`src/rtc_edit_pkg.sv`:
```
`default_nettype none

package rtc_edit_pkg;

  // --------------------
  // field layout
  // --------------------

  localparam int NUM_FIELDS = 7;             // seconds .. weekday

  typedef logic [2:0] field_idx_t;           // selects one field
  typedef logic [7:0] bcd_t;                 // two packed bcd digits

  // field indices, in cursor order
  localparam field_idx_t FLD_SECONDS = 3'd0;
  localparam field_idx_t FLD_MINUTES = 3'd1;
  localparam field_idx_t FLD_HOURS   = 3'd2;
  localparam field_idx_t FLD_DATE    = 3'd3;
  localparam field_idx_t FLD_MONTH   = 3'd4;
  localparam field_idx_t FLD_YEAR    = 3'd5;
  localparam field_idx_t FLD_WEEKDAY = 3'd6;

  // --------------------
  // clock chip registers
  // --------------------

  localparam logic [7:0] IDLE_ADDR = 8'h00;  // nothing selected

  localparam logic [0:NUM_FIELDS-1][7:0] FIELD_ADDR = '{
    8'h21,                                   // seconds
    8'h22,                                   // minutes
    8'h23,                                   // hours
    8'h24,                                   // date
    8'h25,                                   // month
    8'h26,                                   // year
    8'h27                                    // weekday
  };

  // upper limit of each field, in bcd
  localparam bcd_t [0:NUM_FIELDS-1] FIELD_MAX = '{
    8'h59,                                   // seconds
    8'h59,                                   // minutes
    8'h23,                                   // hours, 24h format
    8'h31,                                   // date
    8'h12,                                   // month
    8'h99,                                   // year
    8'h07                                    // weekday
  };

endpackage

`default_nettype wire

```
`src/bcd_field_reg.sv`:
```
`timescale 1ns/1ps
`default_nettype none

module bcd_field_reg import rtc_edit_pkg::*; #(
  parameter bcd_t max_value = 8'h99
) (
  input  logic clk,
  input  logic reset,
  input  logic load,
  input  bcd_t load_value,
  input  logic inc,
  input  logic dec,
  output bcd_t value
);

  bcd_t inc_value;
  bcd_t dec_value;
  logic at_max;
  logic at_zero;

  // --------------------
  // digit arithmetic
  // --------------------

  // low digit 9 -> +7 gives the carry into the tens digit
  always_comb begin
    if (value[3:0] == 4'h9) begin
      inc_value = value + 8'd7;
    end else begin
      inc_value = value + 8'd1;
    end
  end

  // low digit 0 -> -7 borrows from the tens digit
  always_comb begin
    if (value[3:0] == 4'h0) begin
      dec_value = value - 8'd7;
    end else begin
      dec_value = value - 8'd1;
    end
  end

  // bcd order matches binary order, so a plain compare works
  assign at_max  = (value >= max_value);
  assign at_zero = (value == 8'h00);

  // --------------------
  // register
  // --------------------

  always_ff @(posedge clk or posedge reset) begin
    if (reset) begin
      value <= 8'h00;
    end else if (load) begin
      value <= load_value;               // snapshot wins over a step
    end else if (inc) begin
      if (!at_max) begin
        value <= inc_value;
      end
    end else if (dec) begin
      if (!at_zero) begin
        value <= dec_value;
      end
    end
  end

endmodule

`default_nettype wire

```
`src/edit_cursor.sv`:
```
`timescale 1ns/1ps
`default_nettype none

module edit_cursor import rtc_edit_pkg::*; (
  input  logic       clk,
  input  logic       reset,
  input  logic       edit_mode,
  input  logic       up,
  input  logic       down,
  input  logic       left,
  input  logic       right,
  output field_idx_t field_sel,
  output logic       step_up,
  output logic       step_down,
  output logic [7:0] address
);

  typedef enum logic [2:0] {
    ACT_NONE,
    ACT_UP,
    ACT_DOWN,
    ACT_LEFT,
    ACT_RIGHT
  } action_t;

  action_t    action;
  field_idx_t sel_next;

  // --------------------
  // button decode
  // --------------------

  // exactly one button pressed, otherwise nothing happens
  always_comb begin
    action = ACT_NONE;
    if (edit_mode) begin
      case ({up, down, left, right})
        4'b1000: action = ACT_UP;
        4'b0100: action = ACT_DOWN;
        4'b0010: action = ACT_LEFT;
        4'b0001: action = ACT_RIGHT;
        default: action = ACT_NONE;        // idle or chord
      endcase
    end
  end

  // --------------------
  // cursor
  // --------------------

  always_comb begin
    sel_next = field_sel;
    if (!edit_mode) begin
      sel_next = FLD_SECONDS;              // park when editing ends
    end else begin
      case (action)
        ACT_RIGHT: begin
          if (field_sel == FLD_WEEKDAY) begin
            sel_next = FLD_SECONDS;        // wrap forward
          end else begin
            sel_next = field_sel + 3'd1;
          end
        end
        ACT_LEFT: begin
          if (field_sel == FLD_SECONDS) begin
            sel_next = FLD_WEEKDAY;        // wrap backward
          end else begin
            sel_next = field_sel - 3'd1;
          end
        end
        default: sel_next = field_sel;
      endcase
    end
  end

  always_ff @(posedge clk or posedge reset) begin
    if (reset) begin
      field_sel <= FLD_SECONDS;
    end else begin
      field_sel <= sel_next;
    end
  end

  // --------------------
  // outputs
  // --------------------

  assign step_up   = (action == ACT_UP);
  assign step_down = (action == ACT_DOWN);

  always_comb begin
    if (edit_mode) begin
      address = FIELD_ADDR[field_sel];     // register of the field on screen
    end else begin
      address = IDLE_ADDR;
    end
  end

endmodule

`default_nettype wire

```
`src/field_bank.sv`:
```
`timescale 1ns/1ps
`default_nettype none

module field_bank import rtc_edit_pkg::*; (
  input  logic       clk,
  input  logic       reset,
  input  logic       snapshot_load,
  input  logic       edit_mode,
  input  bcd_t       rtc_seconds,
  input  bcd_t       rtc_minutes,
  input  bcd_t       rtc_hours,
  input  bcd_t       rtc_date,
  input  bcd_t       rtc_month,
  input  bcd_t       rtc_year,
  input  bcd_t       rtc_weekday,
  input  field_idx_t field_sel,
  input  logic       step_up,
  input  logic       step_down,
  output bcd_t       data_mod,
  output bcd_t       seconds,
  output bcd_t       minutes,
  output bcd_t       hours,
  output bcd_t       date,
  output bcd_t       month,
  output bcd_t       year,
  output bcd_t       weekday
);

  bcd_t load_bus    [NUM_FIELDS];
  bcd_t field_value [NUM_FIELDS];

  // chip snapshot, one byte per field
  assign load_bus[FLD_SECONDS] = rtc_seconds;
  assign load_bus[FLD_MINUTES] = rtc_minutes;
  assign load_bus[FLD_HOURS]   = rtc_hours;
  assign load_bus[FLD_DATE]    = rtc_date;
  assign load_bus[FLD_MONTH]   = rtc_month;
  assign load_bus[FLD_YEAR]    = rtc_year;
  assign load_bus[FLD_WEEKDAY] = rtc_weekday;

  // --------------------
  // field registers
  // --------------------

  for (genvar i = 0; i < NUM_FIELDS; i++) begin : g_field
    logic sel_hit;

    assign sel_hit = (field_sel == field_idx_t'(i));  // only the cursor field steps

    bcd_field_reg #(
      .max_value (FIELD_MAX[i])
    ) u_reg (
      .clk        (clk),
      .reset      (reset),
      .load       (snapshot_load),
      .load_value (load_bus[i]),
      .inc        (step_up && sel_hit),
      .dec        (step_down && sel_hit),
      .value      (field_value[i])
    );
  end

  // write-back byte for the chip
  assign data_mod = edit_mode ? field_value[field_sel] : 8'h00;

  assign seconds = field_value[FLD_SECONDS];
  assign minutes = field_value[FLD_MINUTES];
  assign hours   = field_value[FLD_HOURS];
  assign date    = field_value[FLD_DATE];
  assign month   = field_value[FLD_MONTH];
  assign year    = field_value[FLD_YEAR];
  assign weekday = field_value[FLD_WEEKDAY];

endmodule

`default_nettype wire

```
`src/rtc_time_editor.sv`:
```
`timescale 1ns/1ps
`default_nettype none

module rtc_time_editor import rtc_edit_pkg::*; (
  input  logic       clk,
  input  logic       reset,
  input  logic       edit_mode,
  input  logic       up,
  input  logic       down,
  input  logic       left,
  input  logic       right,
  input  logic       snapshot_load,
  input  bcd_t       rtc_seconds,
  input  bcd_t       rtc_minutes,
  input  bcd_t       rtc_hours,
  input  bcd_t       rtc_date,
  input  bcd_t       rtc_month,
  input  bcd_t       rtc_year,
  input  bcd_t       rtc_weekday,
  output logic [7:0] address,
  output bcd_t       data_mod,
  output bcd_t       seconds,
  output bcd_t       minutes,
  output bcd_t       hours,
  output bcd_t       date,
  output bcd_t       month,
  output bcd_t       year,
  output bcd_t       weekday
);

  field_idx_t field_sel;
  logic       step_up;
  logic       step_down;

  // --------------------
  // button decode and cursor
  // --------------------

  edit_cursor u_cursor (
    .clk       (clk),
    .reset     (reset),
    .edit_mode (edit_mode),
    .up        (up),
    .down      (down),
    .left      (left),
    .right     (right),
    .field_sel (field_sel),
    .step_up   (step_up),
    .step_down (step_down),
    .address   (address)
  );

  // --------------------
  // time and date registers
  // --------------------

  field_bank u_bank (
    .clk           (clk),
    .reset         (reset),
    .snapshot_load (snapshot_load),
    .edit_mode     (edit_mode),
    .rtc_seconds   (rtc_seconds),
    .rtc_minutes   (rtc_minutes),
    .rtc_hours     (rtc_hours),
    .rtc_date      (rtc_date),
    .rtc_month     (rtc_month),
    .rtc_year      (rtc_year),
    .rtc_weekday   (rtc_weekday),
    .field_sel     (field_sel),
    .step_up       (step_up),
    .step_down     (step_down),
    .data_mod      (data_mod),
    .seconds       (seconds),
    .minutes       (minutes),
    .hours         (hours),
    .date          (date),
    .month         (month),
    .year          (year),
    .weekday       (weekday)
  );

endmodule

`default_nettype wire

```
`config.mk`:
```
export PLATFORM = sky130hd
export DESIGN_NAME = rtc_time_editor
export DESIGN_NICKNAME = d
export VERILOG_FILES = /design/src/rtc_edit_pkg.sv /design/src/bcd_field_reg.sv /design/src/edit_cursor.sv /design/src/field_bank.sv /design/src/rtc_time_editor.sv
export SDC_FILE = /design/constraint.sdc
export NUM_CORES = 1
export LEC_CHECK = 0
export BUFFER_PORTS_ARGS = -buffer_cell sky130_fd_sc_hd__buf_2
export CAP_MARGIN = 20
export CORE_MARGIN = 5
export CORE_UTILIZATION = 45
export CTS_BUF_LIST = sky130_fd_sc_hd__clkbuf_8
export CTS_CLUSTER_DIAMETER = 120
export DETAILED_ROUTE_END_ITERATION = 7
export PLACE_DENSITY = 0.8
export SETUP_SLACK_MARGIN = 0.2
export SLEW_MARGIN = 10
export SYNTH_ARGS = -nofsm -noshare
export SYNTH_HDL_FRONTEND = slang
export SYNTH_SLANG_ARGS = --single-unit
```
`constraint.sdc`:
```
create_clock -name clk -period 3.7 [get_ports clk]
set_input_delay 0.74 -clock clk [delete_from_list [all_inputs] [get_ports clk]]
set_output_delay 0.74 -clock clk [all_outputs]
set_load 0.02 [all_outputs]
```
==> results.sh <==
export IMPL_status="completed"
export IMPL_antenna_found_initial=0
export IMPL_place_ws_ps=70.8
export IMPL_cts_root_buf="clkbuf_8"
export IMPL_first_global_vias=5449
export IMPL_yosys_top_cells_area="dfrtp_1 (25%), ha_1 (9.4%), o21ai_0 (6.0%)"
export IMPL_wire_per_inst_um=17.1
export IMPL_worstSetupPathType="reg -> reg"
export IMPL_drc=0
export IMPL_grt_overflow=0
export IMPL_ctsHoldBuffers=0
export IMPL_io_pins=136
export IMPL_num_fill_cells=1194
export IMPL_worstPathCellList="ha_1, ha_1, nor4bb_2, buf_4, and2_4, inv_2, a21oi_2, nor2_2, ha_1, a211o_1, o211ai_1, a22oi_1, a41o_1, xnor2_2, and3b_1, o31a_1"
export IMPL_setup_ws_ps=305
export IMPL_ys_seq_area_share_pct=25.1
export IMPL_endpoint_kind="register"
export IMPL_cp_slowest_stage_delay_ps=420
export IMPL_die_w_um=124
export IMPL_rsz0062_at_grt="true"
export IMPL_first_pass_iters=5
export IMPL_syn2layout_area_growth_pct=21.1
export IMPL_hold_viol_final=0
export IMPL_postSynth_asyncResetShare_pct=100
export IMPL_antenna_left=0
export IMPL_cp_slowest_cell="dfrtp_1"
export IMPL_synth_edf_count=0
export IMPL_fin_util_pct=55.9
export IMPL_clockBufferDepth=2
export IMPL_rows=41
export IMPL_cts_tree="done"
export IMPL_synthTopCellsByCount="nand2_1 (81), o21ai_0 (70), dfrtp_1 (59), nor2_1 (54), ha_1 (44)"
export IMPL_synth_distinct_cells=76
export IMPL_final_max_slew_viol_count=0
export IMPL_htree_levels=3
export IMPL_nets=937
export IMPL_clk_pin_slew_worst_paths_ps=70
export IMPL_worstMarginPinSlew_ps=689
export IMPL_drv_cap=0
export IMPL_syn_avg_cell_area_um2=8.55
export IMPL_initial_core_util_pct=46.2
export IMPL_route_vias_total=5721
export IMPL_viasPerCell=5.72
export IMPL_hp_class="in -> async"
export IMPL_finalCritPeriodShare_pct=91.8
export IMPL_startpoint_type="register"
export IMPL_maxSlewHeadroom_pct=54.0
export IMPL_grt_pass1_wl_mm=27.6
export IMPL_post_dp_cell_area_um2=6780
export IMPL_dp_hpwl_mm=12.9
export IMPL_fmax_mhz=295
export IMPL_crit_top_cell="ha_1"
export IMPL_final_cell_area_um2=7110
export IMPL_ys_warn_count=0
export IMPL_drive_gt1_share_pct=28.3
export IMPL_die_h_um=124
export IMPL_grtUsageTotal_pct=21.3
export IMPL_core_um2=12700
export IMPL_netlist_area_leader_share_pct=25.1
export IMPL_setup_viol=0
export IMPL_skew_ps=6.35
export IMPL_synth_ff_type="dfrtp_1"
export IMPL_cts_buffers=9
export IMPL_cp_max_fo=4
export IMPL_fp_dieArea_um2=15400
export IMPL_finalCriticalPeriod_ps=3400
export IMPL_power_uw=3120
export IMPL_clock_latency_ps=360
export IMPL_yosysTopAreaCell="dfrtp_1"
export IMPL_drt_iter0_drc=459
export IMPL_ir_drop_mv=0.234
export IMPL_syn_inst=687
export IMPL_routed_wl_mm=17.1
export IMPL_crit_arrival_ps=3640
export IMPL_ys_ff_latch=59
export IMPL_cts_sinks=59
export IMPL_fin_setup_tns_ps=0
export IMPL_required_ps=3950
export IMPL_yosysMostFrequentCell="nand2_1"
export IMPL_portBuffers=131
export IMPL_gp_congestion=0.954
export IMPL_p_leak_uw=0.00319
export IMPL_power_density_nw_per_um2=439
export IMPL_synth_area_um2=5870
export IMPL_grt_max_degree=43
timing repair:
| action | 4_1_cts | 5_1_grt |
|---|---|---|
| buffers inserted | 0 | 4 |
| endpoints found under the setup margin | 0 | 12 |
| gates resized for setup | 0 | 20 |
final cells by class:
| type | instances | area, µm² | share of cell area (%) |
|---|---|---|---|
| well taps | 172 | 215 | 3.03 |
| diodes | 1 | 2.50 | 0.0352 |
| clock buffers | 9 | 124 | 1.74 |
| multi-input cells | 568 | 4230 | 59.5 |
| repair buffers | 162 | 892 | 12.5 |
| flip-flops and latches | 59 | 1480 | 20.8 |
| inverters | 22 | 82.6 | 1.16 |
| clock inverters | 7 | 85.1 | 1.20 |
metrics by stage:
step / cells / hold slack, ps
3_5_place_dp: 978 / 630
5_1_grt: 999 / 391
3_3_place_gp: 978 / 616
6_report: 1000 / 348
4_1_cts: 994 / 356
2_1_floorplan: 690 / 660
sequential cells by signal, summed over array words and instances (netlist names):
| register | cells |
|---|---|
| u_bank.g_field.u_reg.value | 56 |
| u_cursor.field_sel | 3 |
where the power goes:
| group | switching [µW] | total, µW | internal [µW] |
|---|---|---|---|
| registers | 230 | 972 | 743 |
| clock network | 287 | 659 | 372 |
| logic | 816 | 1490 | 675 |
| total | 1330 | 3120 | 1790 |
per-layer routing:
| metal | part of all wire, % | up-vias | wire [µm] | GRT usage [%] |
|---|---|---|---|---|
| li1 | - | 2771 | - | - |
| met1 | 44 | 2722 | 7570 | 28.7 |
| met2 | 46 | 204 | 7920 | 33.8 |
| met3 | 7.3 | 24 | 1240 | 4.85 |
| met4 | 2.0 | 0 | 334 | 6.83 |
| met5 | 0 | - | 0 | 0 |
critical path: cells and delay by family, from the launching register on:
kind,cells,cell delay (ps)
xor+xnor,1,140
compound gates,6,1150
fa+ha+maj,3,690
buf+inv,2,220
simple gates,4,690
flops,1,420
logic make-up after synthesis:
kind of cell               count (synthesis)  synth area share (%)
AOI/OAI and AO/OA                        211                  24.0
xor gates and xnor gates                  48                  7.29
adders and majority gates                 58                  13.0
buffers and inverters                     63                  4.52
DFF                                       59                  25.1
muxes                                     39                  8.54
other                                      1                0.0639
and+or+nand+nor                          208                  17.5
path summary, 6_finish.rpt:
check / startpoint / to / slack (ps) / depth (start not counted)
max: u_cursor.field_sel[0] / u_bank.g_field[3].u_reg.value[7] / 300 / 16
min: reset / u_bank.g_field[6].u_reg.value[1] / 350 / 2
max reg2reg: u_cursor.field_sel[0] / u_bank.g_field[3].u_reg.value[7] / 300 / 16
min reg2reg: u_bank.g_field[1].u_reg.value[2] / u_bank.g_field[1].u_reg.value[2] / 650 / 2
max in group asynchronous: reset / u_bank.g_field[3].u_reg.value[5] / 2440 / 3
min in group clk: rtc_seconds[5] / u_bank.g_field[0].u_reg.value[5] / 580 / 3
cell usage in the layout (no fill, tap or decap), types with 4 or more instances in the layout:
cell	n
buf_2	131
nor3_1	15
o21ai_0	68
conb_1	4
mux4_2	8
o211a_1	10
fa_1	7
buf_4	30
mux2i_1	22
maj3_1	6
inv_1	16
a211o_1	4
o221ai_1	5
nor3b_1	5
nor2b_1	8
xor2_1	15
nand2b_1	5
nand2_1	81
a21oi_2	5
inv_2	8
a22oi_1	4
clkbuf_8	9
or3_1	8
xnor2_1	31
nor2_1	50
a21oi_1	30
a31oi_1	8
a21o_1	21
dfrtp_1	59
mux2_2	9
ha_1	42
o211ai_1	5
nor4_1	7
o31ai_1	6
a211oi_1	9
(Power assumes the default switching activity.)
